**config.mk**
```make
export PLATFORM = sky130hd
export DESIGN_NAME = fixed_alu
export DESIGN_NICKNAME = d
export VERILOG_FILES = /design/src/common/alu_pkg.sv /design/src/hw/mult/shift_add_mult.sv /design/src/hw/div/restoring_div.sv /design/src/hw/alu_dispatch.sv /design/src/hw/fixed_alu.sv
export SDC_FILE = /design/constraint.sdc
export NUM_CORES = 1
export LEC_CHECK = 0
export BUFFER_PORTS_ARGS = -buffer_cell sky130_fd_sc_hd__clkbuf_2
export CORE_UTILIZATION = 50
export CTS_CLUSTER_DIAMETER = 40
export CTS_CLUSTER_SIZE = 20
export DETAILED_ROUTE_END_ITERATION = 10
export PLACE_DENSITY_LB_ADDON = 0.15
export SETUP_SLACK_MARGIN = 0.1
export SYNTH_ARGS = -nofsm -noshare
export SYNTH_HDL_FRONTEND = slang
export SYNTH_HIERARCHICAL = 1
export SYNTH_SLANG_ARGS = --single-unit
```
**constraint.sdc**
```tcl
create_clock -name CLK -period 5.6 [get_ports CLK]
set_input_delay 0.56 -clock CLK [delete_from_list [all_inputs] [get_ports CLK]]
set_output_delay 0.56 -clock CLK [all_outputs]
set_load 0.05 [all_outputs]
```
**src/common/alu_pkg.sv**
```systemverilog
/*
  widths, types and encodings shared by the fixed-point ALU
  mode meaning depends on op; mode 3 behaves like mode 2 in both units
*/
package alu_pkg;

    //////////////////////////////
    // widths
    //////////////////////////////
    localparam int OPERAND_W = 13;   // operand and result width
    localparam int FRAC_W    = 8;    // multiplier fraction, also multiply iterations
    localparam int QUOT_W    = 9;    // quotient width, also divide iterations

    typedef logic [OPERAND_W-1:0] operand_t;
    typedef logic [FRAC_W-1:0]    frac_t;
    typedef logic [QUOT_W-1:0]    quot_t;

    //////////////////////////////
    // operation select
    //////////////////////////////
    typedef enum logic [1:0] {
        OP_NONE = 2'd0,              // idle, neither unit runs
        OP_MUL  = 2'd1,
        OP_DIV  = 2'd2
    } alu_op_t;

    typedef logic [1:0] alu_mode_t;

    // multiply modes
    localparam alu_mode_t MUL_PURE = 2'd0;   // floor(x*y/256)
    localparam alu_mode_t MUL_FRAC = 2'd1;   // x + floor(x*y/256)
    localparam alu_mode_t MUL_MAX  = 2'd2;   // bounded to 2x

    // divide modes, quotient is floor(x * 2^s / y)
    localparam alu_mode_t DIV_S8 = 2'd0;     // s = 8
    localparam alu_mode_t DIV_S7 = 2'd1;     // s = 7
    localparam alu_mode_t DIV_S6 = 2'd2;     // s = 6

    //////////////////////////////
    // unit state machines
    //////////////////////////////
    typedef enum logic [1:0] {
        M_LOAD,
        M_ITER,
        M_FINISH,
        M_DONE
    } mult_state_t;

    typedef enum logic [1:0] {
        D_LOAD,
        D_ITER,
        D_FINISH,
        D_DONE
    } div_state_t;

endpackage

```
**src/hw/mult/shift_add_mult.sv**
```systemverilog
/*
  serial shift-add multiplier, 10 cycles for modes 0/1 and 2 cycles for mode 2
  x_in, y_in and mode must stay steady while go is high; go low clears the FSM
*/
module shift_add_mult (
    input  logic                CLK,
    input  logic                RST_N,
    input  logic                go,
    input  alu_pkg::alu_mode_t  mode,
    input  alu_pkg::operand_t   x_in,
    input  alu_pkg::frac_t      y_in,
    output alu_pkg::operand_t   product,
    output logic                done
);
    import alu_pkg::*;

    localparam int ACC_W = OPERAND_W + FRAC_W;   // full x*y fits without loss
    localparam int CNT_W = $clog2(FRAC_W);

    mult_state_t        state;
    logic [CNT_W-1:0]   bit_cnt;                 // remaining add/shift steps
    logic [ACC_W-1:0]   acc;                     // high part sums, low part holds y bits
    logic [OPERAND_W:0] sum;                     // one extra bit for the carry
    logic               iter_mode;

    // modes 0 and 1 walk the fraction bits and the rest load the 2x bound
    assign iter_mode = (mode == MUL_PURE) || (mode == MUL_FRAC);

    // add x when the current lsb of y is set
    assign sum = {1'b0, acc[ACC_W-1:FRAC_W]} + (acc[0] ? {1'b0, x_in} : '0);

    assign product = acc[ACC_W-1:FRAC_W];       // floor(acc / 256)
    assign done    = (state == M_DONE);

    //////////////////////////////
    // control
    //////////////////////////////
    always_ff @(posedge CLK or negedge RST_N) begin
        if (!RST_N) begin
            state   <= M_LOAD;
            bit_cnt <= '0;
        end else if (!go) begin                  // caller dropped go so start over
            state   <= M_LOAD;
            bit_cnt <= '0;
        end else begin
            case (state)
                M_LOAD: begin
                    bit_cnt <= CNT_W'(FRAC_W - 1);
                    state   <= iter_mode ? M_ITER : M_FINISH;
                end
                M_ITER: begin
                    bit_cnt <= bit_cnt - 1'b1;
                    if (bit_cnt == '0) begin
                        state <= M_FINISH;       // last fraction bit consumed
                    end
                end
                M_FINISH: state <= M_DONE;
                default:  state <= M_DONE;       // hold done until go falls
            endcase
        end
    end

    //////////////////////////////
    // datapath
    //////////////////////////////
    always_ff @(posedge CLK) begin
        if (go) begin
            case (state)
                M_LOAD: begin
                    if (iter_mode) begin
                        acc <= {{OPERAND_W{1'b0}}, y_in};
                    end else begin
                        // 2x goes straight into the product field and its top bit drops
                        acc <= {x_in[OPERAND_W-2:0], 1'b0, {FRAC_W{1'b0}}};
                    end
                end
                M_ITER: begin
                    acc <= {sum, acc[FRAC_W-1:1]};   // add then shift right
                end
                M_FINISH: begin
                    if (mode == MUL_FRAC) begin
                        acc[ACC_W-1:FRAC_W] <= acc[ACC_W-1:FRAC_W] + x_in;  // the "one plus"
                    end
                end
                default: ;
            endcase
        end
    end

    // done rises only while go is still high
    a_done_needs_go: assert property (
        @(posedge CLK) disable iff (!RST_N)
        $rose(done) |-> go
    ) else $error("multiplier done rose without go");

endmodule

```
**src/hw/div/restoring_div.sv**
```systemverilog
/*
  serial restoring divider, 9-bit quotient in 11 cycles, 2 cycles when saturated
  saturates to 511 when (x >> (9-s)) >= y, which also covers y == 0
*/
module restoring_div (
    input  logic                CLK,
    input  logic                RST_N,
    input  logic                go,
    input  alu_pkg::alu_mode_t  mode,
    input  alu_pkg::operand_t   x_in,
    input  alu_pkg::operand_t   y_in,
    output alu_pkg::quot_t      quotient,
    output logic                done
);
    import alu_pkg::*;

    localparam int CNT_W = $clog2(QUOT_W);

    div_state_t         state;
    logic [CNT_W-1:0]   bit_cnt;                 // quotient bits still to produce
    operand_t           rem;                     // partial remainder, always < y
    quot_t              shq;                     // dividend low bits out, quotient bits in
    logic [3:0]         scale;                   // s from the mode
    operand_t           head;                    // x >> (9 - s), the dividend above the quotient
    logic               sat;
    logic [OPERAND_W:0] partial;                 // remainder with next dividend bit
    logic [OPERAND_W:0] diff;
    logic               fits;

    // scale select, mode 3 falls through to s = 6
    always_comb begin
        case (mode)
            DIV_S8:  scale = 4'd8;
            DIV_S7:  scale = 4'd7;
            default: scale = 4'd6;
        endcase
        head = x_in >> (QUOT_W - int'(scale));
    end

    assign sat = (head >= y_in);                 // quotient would not fit in 9 bits

    // one restoring step
    assign partial = {rem, shq[QUOT_W-1]};
    assign diff    = partial - {1'b0, y_in};
    assign fits    = (partial >= {1'b0, y_in});

    assign quotient = shq;
    assign done     = (state == D_DONE);

    //////////////////////////////
    // control
    //////////////////////////////
    always_ff @(posedge CLK or negedge RST_N) begin
        if (!RST_N) begin
            state   <= D_LOAD;
            bit_cnt <= '0;
        end else if (!go) begin
            state   <= D_LOAD;
            bit_cnt <= '0;
        end else begin
            case (state)
                D_LOAD: begin
                    bit_cnt <= CNT_W'(QUOT_W - 1);
                    state   <= sat ? D_FINISH : D_ITER;   // saturation skips the loop
                end
                D_ITER: begin
                    bit_cnt <= bit_cnt - 1'b1;
                    if (bit_cnt == '0) begin
                        state <= D_FINISH;
                    end
                end
                D_FINISH: state <= D_DONE;
                default:  state <= D_DONE;
            endcase
        end
    end

    //////////////////////////////
    // datapath
    //////////////////////////////
    always_ff @(posedge CLK) begin
        if (go) begin
            case (state)
                D_LOAD: begin
                    if (sat) begin
                        rem <= '0;
                        shq <= '1;                            // 511
                    end else begin
                        // x * 2^s split into remainder head and 9 low bits
                        {rem, shq} <= {{QUOT_W{1'b0}}, x_in} << scale;
                    end
                end
                D_ITER: begin
                    rem <= fits ? diff[OPERAND_W-1:0] : partial[OPERAND_W-1:0];
                    shq <= {shq[QUOT_W-2:0], fits};            // quotient bit enters at lsb
                end
                default: ;
            endcase
        end
    end

    // the loop needs y nonzero and steady for every quotient bit
    a_no_zero_divisor: assert property (
        @(posedge CLK) disable iff (!RST_N)
        (state == D_ITER) |-> ((y_in != '0) && $stable(y_in))
    ) else $error("divider iterating with zero or changing divisor");

endmodule

```
**src/hw/alu_dispatch.sv**
```systemverilog
/*
  starts one unit from alu_start and op, registers the combined result
  adds one cycle ahead of the unit and one after; alu_start low clears everything
*/
module alu_dispatch (
    input  logic                CLK,
    input  logic                RST_N,
    input  logic                alu_start,
    input  alu_pkg::alu_op_t    op,
    output logic                mul_go,
    output logic                div_go,
    input  alu_pkg::operand_t   product,
    input  logic                mul_done,
    input  alu_pkg::quot_t      quotient,
    input  logic                div_done,
    output alu_pkg::operand_t   result,
    output logic                alu_done
);
    import alu_pkg::*;

    //////////////////////////////
    // unit start levels
    //////////////////////////////
    always_ff @(posedge CLK or negedge RST_N) begin
        if (!RST_N) begin
            mul_go <= 1'b0;
            div_go <= 1'b0;
        end else begin
            mul_go <= alu_start && (op == OP_MUL);
            div_go <= alu_start && (op == OP_DIV);   // OP_NONE starts nothing
        end
    end

    //////////////////////////////
    // result capture
    //////////////////////////////
    // done is only trusted together with its own go, so a unit still
    // clearing from the last request is ignored
    always_ff @(posedge CLK or negedge RST_N) begin
        if (!RST_N) begin
            result   <= '0;
            alu_done <= 1'b0;
        end else if (!alu_start) begin
            result   <= '0;                          // caller released so clear the output
            alu_done <= 1'b0;
        end else if (mul_go && mul_done) begin
            result   <= product;
            alu_done <= 1'b1;
        end else if (div_go && div_done) begin
            result   <= {{(OPERAND_W - QUOT_W){1'b0}}, quotient};  // zero-extend
            alu_done <= 1'b1;
        end
    end

    // at most one unit reports done
    a_one_done: assert property (
        @(posedge CLK) disable iff (!RST_N)
        !(mul_done && div_done)
    ) else $error("both units report done");

    // done rises while the caller still holds start
    a_done_in_request: assert property (
        @(posedge CLK) disable iff (!RST_N)
        $rose(alu_done) |-> alu_start
    ) else $error("alu_done without a pending start");

endmodule

```
**src/hw/fixed_alu.sv**
```systemverilog
/*
  fixed-point ALU top: serial multiply and divide behind one start/done handshake
  hold alu_start and inputs until alu_done, then drop alu_start to clear
*/
module fixed_alu (
    input  logic                CLK,
    input  logic                RST_N,
    input  logic                alu_start,
    input  alu_pkg::alu_op_t    op,
    input  alu_pkg::alu_mode_t  mode,
    input  alu_pkg::operand_t   x_in,
    input  alu_pkg::operand_t   y_in,
    output alu_pkg::operand_t   result,
    output logic                alu_done
);
    import alu_pkg::*;

    logic     mul_go;
    logic     div_go;
    logic     mul_done;
    logic     div_done;
    operand_t product;
    quot_t    quotient;

    //////////////////////////////
    // dispatch
    //////////////////////////////
    alu_dispatch alu_dispatch_i (
        .CLK       (CLK),
        .RST_N     (RST_N),
        .alu_start (alu_start),
        .op        (op),
        .mul_go    (mul_go),
        .div_go    (div_go),
        .product   (product),
        .mul_done  (mul_done),
        .quotient  (quotient),
        .div_done  (div_done),
        .result    (result),
        .alu_done  (alu_done)
    );

    //////////////////////////////
    // units
    //////////////////////////////
    shift_add_mult shift_add_mult_i (
        .CLK     (CLK),
        .RST_N   (RST_N),
        .go      (mul_go),
        .mode    (mode),
        .x_in    (x_in),
        .y_in    (y_in[FRAC_W-1:0]),   // fraction is the low byte
        .product (product),
        .done    (mul_done)
    );

    restoring_div restoring_div_i (
        .CLK      (CLK),
        .RST_N    (RST_N),
        .go       (div_go),
        .mode     (mode),
        .x_in     (x_in),
        .y_in     (y_in),
        .quotient (quotient),
        .done     (div_done)
    );

endmodule

```
==> results by stage, run 1 <==
Synthesis:
- The commonest cells after synthesis are 59 x ha_1, 53 x nand2_1, 51 x o21ai_0.
- The share of flip-flops with an asynchronous set or reset after synthesis is 38.6%.
- The sequential fraction of the synthesis area is between 30% and 40%.
- The number of instances in the synthesized netlist is 643.
- By area the synthesized netlist is led by edfxtp_1 21%, ha_1 12%, dfrtp_1 11%, mux2i_1 4.8%, o21ai_0 4.2%.
- After synthesis, the largest area contributor takes up roughly a fifth of total cell area.
- During synthesis, Yosys emitted a total of 6 warnings.
- Counting flops and latches in the post-synthesis netlist gives 70.
- In this run the mean area of a mapped cell was 9.46 µm².
- The number of distinct library cells after synthesis is 81.
- Summing every instance area after synthesis gives 6080 µm².
- The top cell type by total area after synthesis is edfxtp_1.
- In the synthesized netlist the dominant register cell turns out to be edfxtp_1.
- The most common cell in the netlist is ha_1.
- In this run, synthesis inferred 43 flip-flops with an integrated enable.
- The net count after synthesis is ~740.

Worst hold path:
- The kind of path behind the tightest hold check is in2async.

Drt:
- After detailed routing, the number of remaining DRC violations is 1.
- The number of antenna-violating nets in the routed design is 0.
- The final wirelength is 15600 µm.
- The detailed-router iteration count before antenna repair is 10.
- The mean number of vias per cell is ~6.2.
- Detailed routing inserted a total of between 5000 and 6000 vias.
- The detailed router finished its first iteration with 308 violations.
- In the final routed layout, each cell accounts on average for about 19 µm.

Die:
- The area of the die is approximately 13000 µm².
- The die is 112 µm wide.
- 47 I/O pins were placed.
- The floorplan step defined a core boundary enclosing 11600 µm².
- From bottom edge to top edge, the die measures about 110 µm.
- The initial utilization of the core area, before any placement, comes to about 52%.
- Row generation in the floorplan step produced 39 rows.

Setup path:
- The worst setup path startpoint is restoring_div_i/quotient[8].
- For the worst setup path, the data arrival time is about 3200 ps.
- The biggest fanout along the worst timing path is 16.
- The startpoint-to-endpoint class of the critical path is reg2reg.
- The launch point of the worst reg-to-reg path is restoring_div_i/quotient[8].
- The register-to-register setup slack is between 2000 and 2500 ps.
- Data on the critical path is required at its endpoint by roughly 5700 ps.
- STA classifies the critical path endpoint as a flip-flop.
- The type of origin of the critical path is a flip-flop.

STA:
- The worst setup margin is between 2000 and 2500 ps.
- Setup violations remaining at the end of the flow were counted as 0.
- Setup repair after global routing left no endpoint under its margin.
- The total negative setup slack is 0 ps.
- The max-slew violation count came to 0.
- The final setup skew is approximately 6.5 ps.
- Of the available clock period, the critical path in the final layout requires between 50% and 60%.
- The final hold violation count was 0.
- The highest clock frequency the design can meet is ~320 MHz.
- The minimum period implied by the final worst setup slack is roughly 3100 ps.
- At the pin with the least slew margin, the transition time is roughly 1200 ps.
- The headroom to the max-slew limit is 20.0%.

Global route:
- In the global route stage, met2 resource usage came out at 43.6%.
- In the global route stage, overall resource usage came out at between 20% and 30%.
- The first-pass GRT wire length is between 20000 and 30000 µm.
- The met3 global-route usage is under 10%.
- The largest net degree at the start of global routing is 33.
- Global routing finished with a remaining overflow of 0.
- The via count of the first global-routing pass is 4874.
- The met1 track demand over resource in global routing is about a third.
- The initial antenna violation count is 0.
- The layer flagged by global routing as most heavily used is met2.

Pwr:
- The power per standard cell area is about 220 nW/µm².
- Summed over all cells, the static leakage comes to 2.91 nW.
- IR analysis of the VDD net gives a maximum drop of ~0.12 mV.

Placement:
- After legalization and detailed placement, the total HPWL measured between 10000 and 15000 µm.
- The number of buffer cells added on primary ports is 46.
- At the end of routability-driven placement, the weighted congestion stood at roughly 0.94.
- Timing analysis after detailed placement gives a worst setup slack of 2240 ps.

Finish:
- The share of post-route cells with drive strength above 1 is between 10% and 20%.
- The final antenna diode count is 0.
- The area growth from synthesis to layout is 7.73%.
- At the end of the flow, the number of nets in the layout was 761.

Outcome:
- The flow ran to the end, but the final reports show violations.
- The final reports fail on design-rule violations.

Clock tree:
- The clock input transition at the sequential cells of the worst setup and hold paths is around 60 ps.
- The root buffer cell chosen for the clock tree is clkbuf_16.
- TritonCTS built the clock tree.
- The number of buffers added by the clock tree synthesis step is 9.
- Buffers added to address setup during post-CTS repair amount to 0.
- In this run, post-CTS repair resized a total of 0 instances.
- The H-tree level count is 3.
- The maximum clock path buffer count is 2.
- The post-cts hold buffer count is 0.
- At the later pin of the worst-skew pair, clock insertion delay measures between 300 and 400 ps.
- Counting every sink on the clock net gives 70.

Job:
- The max capacitance violation total is 0.
-- routing by layer --
layer | up-vias | share of wire (%)
met3 | 26 | 3.6
met2 | 127 | 48
li1 | 2416 | -
met4 | 0 | 2.5
met1 | 2464 | 46
met5 | - | 0
-- worst max-delay path, stage by stage (launching register included) --
cell	delay [ps]
edfxtp_1	340
inv_1	70
ha_1	210
fa_1	440
nor2b_4	150
o31ai_1	130
a2111oi_0	370
or3_1	730
mux2i_1	290
o21ai_0	100
-- path summary, 6_finish.rpt --
kind                       cells past startpoint                       end
setup / recovery                               9    restoring_div_i/rem[2]
max in group asynchronous                      1  alu_dispatch_i/result[7]
hold / removal                                 1  alu_dispatch_i/result[0]
min in group CLK                               2     alu_dispatch_i/mul_go
setup reg to reg                               9    restoring_div_i/rem[2]
hold reg to reg                                1  alu_dispatch_i/result[9]
-- cells by family (layout without fill, tap and decap cells) --
family,count (synthesis),after routing,synth area share [%]
AO/OA/AOI/OAI,206,206,24.2
AND/OR/NAND/NOR,177,177,15.2
buffers and inverters,72,100,6.23
flip-flops,70,70,32.3
adder cells (fa/ha/maj),62,62,13.1
multiplexers,34,34,5.82
XOR/XNOR,21,21,3.02
other,1,1,0.0617
-- power breakdown --
group	switching (mW)	total (mW)	internal, mW	leakage (nW)
clock network	0.220	0.548	0.328	0.142
registers	0.0134	0.585	0.571	0.775
logic	0.197	0.332	0.135	1.99
-- layout by cell type, fill, tap and decap left out, types with 4 or more instances in the layout --
| cell | netlist | layout |
|---|---|---|
| o31ai_1 | 4 | 4 |
| clkbuf_2 | 0 | 46 |
| o2bb2ai_2 | 9 | 9 |
| ha_1 | 59 | 59 |
| xor2_1 | 7 | 7 |
| inv_1 | 37 | 37 |
| a211oi_1 | 6 | 6 |
| o21a_1 | 12 | 12 |
| xnor2_1 | 14 | 14 |
| a22o_1 | 12 | 12 |
| nor3_1 | 9 | 9 |
| dfrtp_1 | 27 | 27 |
| nand3_1 | 9 | 9 |
| a22oi_1 | 4 | 4 |
| or3_1 | 4 | 4 |
| clkbuf_16 | 0 | 10 |
| mux2i_1 | 29 | 29 |
| a21boi_0 | 5 | 5 |
| nand2_1 | 53 | 53 |
| nor2b_1 | 7 | 6 |
| a21o_1 | 10 | 10 |
| and2_1 | 17 | 17 |
| o311a_1 | 4 | 4 |
| o21ai_0 | 51 | 51 |
| a41oi_1 | 4 | 4 |
| a21oi_1 | 39 | 39 |
| nor2_1 | 35 | 35 |
| nand2b_1 | 17 | 17 |
| o211ai_1 | 4 | 4 |
| edfxtp_1 | 43 | 43 |
| o21ai_1 | 4 | 4 |
-- area by class of cell --
type	instances	area, µm²
sequential	70	1970
multi-input combinational	501	3740
clock inverter	4	28.8
fill	1041	5060
inverter	37	139
timing repair buffer	47	238
tap	143	179
clock buffer	12	258
-- stage by stage --
| stage | util (%) | total power [mW] | instances | hold slack, ps | cell area, µm² |
|---|---|---|---|---|---|
| floorplan | - | 0.838 | 643 | 264 | 6080 |
| global placement | 54.0 | 0.909 | 798 | 485 | 6270 |
| detailed placement | 54.0 | 0.920 | 798 | 492 | 6270 |
| CTS | 56.4 | 1.47 | 814 | 266 | 6550 |
| global route | 56.4 | 1.53 | 814 | 302 | 6550 |
| finish | 56.4 | 1.46 | 814 | 249 | 6550 |
-- state kept, by name (all words and copies together), names as in the netlist --
register	flops
alu_dispatch_i/alu_done	1
restoring_div_i/rem	13
shift_add_mult_i/state	2
restoring_div_i/quotient	9
shift_add_mult_i/acc	21
restoring_div_i/state	2
restoring_div_i/bit_cnt	4
alu_dispatch_i/mul_go	1
alu_dispatch_i/result	13
shift_add_mult_i/bit_cnt	3
alu_dispatch_i/div_go	1
No activity file was read; power rests on OpenSTA's default activity.
==> inputs of run 2 (changes only) <==
- ABC_AREA: default -> 1
- clock period: 5.6 -> 2.8 ns (I/O delays scaled with it)
==> run 2 against run 1 <==
- synthesized cell count grew 57%
- sequential cell count is the same
- critical path type unchanged
- critical path depth grew 4
- fmax grew 33%
- global-route usage grew 0.72 points
- combinational power grew 120%
- wire length grew 16%
- the flow now finishes without violations
- via count grew 29%
- hold slack lost 140 ps
- final area grew 14%
- non-clock buffer count grew 11
==> results by stage, run 2 <==
Outcome:
- The run finished with clean final reports.

Finish:
- The register name with the most flops is shift_add_mult_i/acc.
- In the final layout, the registers with the most flip-flops are shift_add_mult_i/acc: 21 flops, alu_dispatch_i/result: 13 flops, restoring_div_i/rem: 13 flops.
- Once layout is done, the placed cells without fillers occupy around 7500 µm².
- The multi-input combinational cells in the finished layout cover a total of a little under 4000 µm².
- The area growth from synthesis to layout is 7.76%.
- The library cell used most frequently in the layout, excluding fill and tap cells, is nand2_1.
- In the final layout, flip-flops and latches occupy roughly 2000 µm².
- In the layout the commonest cells are 297 x nand2_1, 167 x inv_1, 84 x nand3_1, 59 x nor2_1, 59 x ha_1.
- The number of antenna diodes in the final layout is 0.
- The filler cell count in the final layout is about 1400.
- The share of post-route cells with drive strength above 1 is 14.3%.
- The flip-flop count of the largest register, all copies and words added is 21.
- After the last flow step, the layout net total stands at roughly 1100.

STA:
- The setup violation total in the final timing report is 0.
- The clock arrives with 7.23 ps of skew.
- The max-slew violation count was 0.
- For the pin with the worst max-slew slack, the measured transition is around 1100 ps.
- The total negative setup slack is 0 ps.
- The worst pin sits at a relative slew slack of about a quarter.
- The minimum period implied by the final worst setup slack is about 2400 ps.
- The share of the cycle needed by the critical path after routing is 83.9%.
- Setup slack closes at roughly 450 ps.
- Setup repair after global routing left no endpoint under its margin.
- The final hold violation count is 0.
- Based on the critical path, the design can be clocked at up to 425 MHz.

Setup path:
- Traced cell by cell, the critical path runs through buf_4 > nand2_1 > inv_1 > ha_1 > nand2_2 > nor2_1 > nand3_1 > nand3_1 > nand2_1 > nand3_1 > nand2_1 > nand2_1 > nand2_1.
- The critical path starts at shift_add_mult_i/acc[0].
- The setup check on the worst reg-to-reg path leaves a slack of between 400 and 500 ps.
- The worst register-to-register path ends at shift_add_mult_i/acc[16].
- On the worst path, the slowest cell contributes a delay of roughly 520 ps.
- The most frequent cell on the critical path is nand2_1.
- The type of origin of the critical path is a flip-flop.
- The end point of the critical path is shift_add_mult_i/acc[16].
- The depth of the worst register-to-register path is 13.
- The startpoint identified for the worst register-to-register timing path is shift_add_mult_i/acc[0].
- The startpoint-to-endpoint class of the critical path is reg2reg.
- The biggest fanout along the worst timing path is 9.
- The type of element capturing the critical path is a flip-flop.
- Data on the critical path is required at its endpoint by between 2000 and 3000 ps.
- The arrival time of data at the critical path endpoint is roughly 2500 ps.
- The largest individual stage delay along the critical path comes from the cell edfxtp_1.

Drt:
- In the routed design, unresolved DRC markers number 0.
- The detailed-router iteration count before antenna repair is 5.
- Wires add up to ~18000 µm.
- The routed via count is roughly 6500.
- The mean routed wirelength per cell is about 15 µm.
- The mean number of vias per cell is 5.32.
- For this block, the initial DRC count from the detailed router was 512.
- The number of antenna-violating nets in the routed design is 0.

Die:
- From left edge to right edge, the die measures ~120 µm.
- The region available for standard cell placement spans 13400 µm².
- The starting utilization of the core area is 51.9%.
- The die covers 14400 µm².
- The floorplan has between 40 and 50 rows.
- The height of the die is between 100 and 150 µm.
- between 40 and 50 I/O pins were placed.

Global route:
- The first-pass GRT wire length is 29600 µm.
- After global routing, the most crowded layer is met2.
- The global routing usage on met2 is roughly 44%.
- The via count of the first global-routing pass is roughly 6000.
- Global routing used 34.4% of the available met1 tracks.
- The initial antenna violation count was 0.
- The total overflow left after global routing is 0.
- Global routing consumed, on the met3 layer, ~3.0% of the routing resources.
- The largest net degree at the start of global routing is 32.
- Global routing consumed, over all layers together, 26.4% of the routing resources.

Worst hold path:
- The number of instances on the worst hold path is 2.
- The min-delay analysis places its worst path in the category in2reg.

Placement:
- At the end of routability-driven placement, the weighted congestion stood at around 0.9.
- The pre-CTS setup slack is 171 ps.
- The HPWL after detailed placement is 14300 µm.
- The number of buffer cells added on primary ports is 46.
- Once placement finished, the instance area stood at ~7200 µm².

Synthesis:
- Yosys instantiated no cell more often than nand2_1.
- The number of warnings reported in the yosys synthesis log is 6.
- Summing the sequential cell areas from Yosys gives 28.3% of the chip area.
- The cell count after synthesis came out at about 1000.
- The most used flip-flop cell after synthesis is edfxtp_1.
- The biggest area contributor in the post-synthesis netlist is edfxtp_1.
- The number of nets handed over by synthesis was 1104.
- By count the netlist is led by 297 x nand2_1, 167 x inv_1, 84 x nand3_1.
- The average size of a mapped cell is a little under 7 µm².
- The cell area that synthesis handed to floorplanning was approximately 7000 µm².
- The post-synthesis sequential element count is 70.
- The share of flip-flops with an asynchronous set or reset after synthesis is 38.6%.
- The number of different library cells used by synthesis comes to 46.
- By area the synthesized netlist is led by edfxtp_1 19%, nand2_1 16%, ha_1 11%, dfrtp_1 9.7%, inv_1 9.0%.
- The area fraction of the dominant cell type after synthesis is between 10% and 20%.
- The number of enable flip-flop cells after synthesis is between 40 and 50.

Clock tree:
- After clock tree synthesis, the clock-pin slew on the worst setup and hold paths is ~60 ps.
- The number of clock buffers added by TritonCTS is 9.
- The number of sinks driven by the clock tree is 70.
- The H-tree was split into 3 levels.
- The root buffer cell chosen for the clock tree is clkbuf_16.
- The post-CTS setup buffer count is 0.
- TritonCTS built the clock tree.
- The later pin in the worst-skew pair is clocked with a latency of 340 ps.
- The maximum clock path buffer count is 2.

Pwr:
- The power per standard cell area is 406 nW/µm².
- Cell internal power was estimated by the tool at ~2.1 mW.
- Total power for the finished layout comes to slightly above 3 mW.
- The analysis attributes to net switching a power of a little under 1 mW.
- In this run the static leakage power is 4.06 nW.
- The net switching share of the total power is between 30% and 40%.
- The portion of total power attributed to the clock network is between 30% and 40%.
- Registers are responsible for 38.4% of the overall power.
- VDD sags by at most between 0.2 and 0.3 mV.
- The combinational share of power is around a quarter.

Job:
- Across the run, the number of max-cap violations was 0.
[run 2: cell count changes after synthesis, sizes merged, moves of 29 or more]
cell	delta
nand4	+37
nand2	+269
nor2	+36
inv	+152
mux2i	-29
nand3	+84
[run 2: routing by layer]
| metal | wire, µm | vias to the layer above |
|---|---|---|
| li1 | - | 3318 |
| met1 | 8350 | 2995 |
| met2 | 8380 | 160 |
| met3 | 735 | 32 |
| met4 | 627 | 0 |
| met5 | 0 | - |
[run 2: logic make-up (layout without fill, tap and decap cells)]
group                      after synthesis  count (layout)  synth area share [%]
AOI/OAI and AO/OA                      102             102                  8.52
xor gates and xnor gates                 9               9                  1.13
adders and majority gates               62              62                  11.5
buffers and inverters                  226             264                  14.7
DFF                                     70              70                  28.3
other                                    1               1                0.0540
and+or+nand+nor                        539             539                  35.8
[run 2: critical path: cells and delay by family, from the launching register on]
kind / cells / cell delay [ps]
AND/OR/NAND/NOR: 10 / 920
flip-flops: 1 / 520
adder cells (fa/ha/maj): 1 / 370
buffers and inverters: 2 / 290
[run 2: power groups by stage]
| stage | Combinational, mW | Clock [mW] | Sequential, mW |
|---|---|---|---|
| after global routing | 0.842 | 1.19 | 1.17 |
| final | 0.742 | 1.13 | 1.17 |
| after CTS | 0.739 | 1.16 | 1.17 |
| after global placement | 0.723 | 0 | 1.19 |
| after detailed placement | 0.731 | 0 | 1.19 |
| after floorplan | 0.562 | 0 | 1.18 |
[run 2: per-stage QoR]
stage,hold slack [ps],instances,utilization (%)
4_1_cts,93.6,1223,55.9
2_1_floorplan,-15.6,1009,-
3_5_place_dp,347,1206,53.6
5_1_grt,99.0,1223,55.9
3_3_place_gp,347,1206,53.6
6_report,105,1223,55.9
[run 2: what timing repair did]
item	CTS	global route
hold endpoints to repair	27	0
hold buffers	1	0
gates resized for setup	0	0
[run 2: layout make-up]
class	instances	share of cell area [%]
well taps	176	2.94
flip-flops and latches	70	26.3
inverters	190	9.52
multi-input cells	713	53.0
clock buffers	12	3.58
repair buffers	58	4.31
clock inverters	4	0.384
[run 2: how the worst min path moves through the flow]
| stage | to | slack (ps) | startpoint |
|---|---|---|---|
| floorplan | alu_dispatch_i/alu_done | -20 | RST_N |
| global placement | restoring_div_i/bit_cnt[2] | 350 | RST_N |
| detailed placement | restoring_div_i/bit_cnt[1] | 350 | RST_N |
| CTS | alu_dispatch_i/mul_go | 90 | op[1] |
| global route | alu_dispatch_i/mul_go | 100 | op[1] |
| finish | alu_dispatch_i/mul_go | 110 | op[1] |
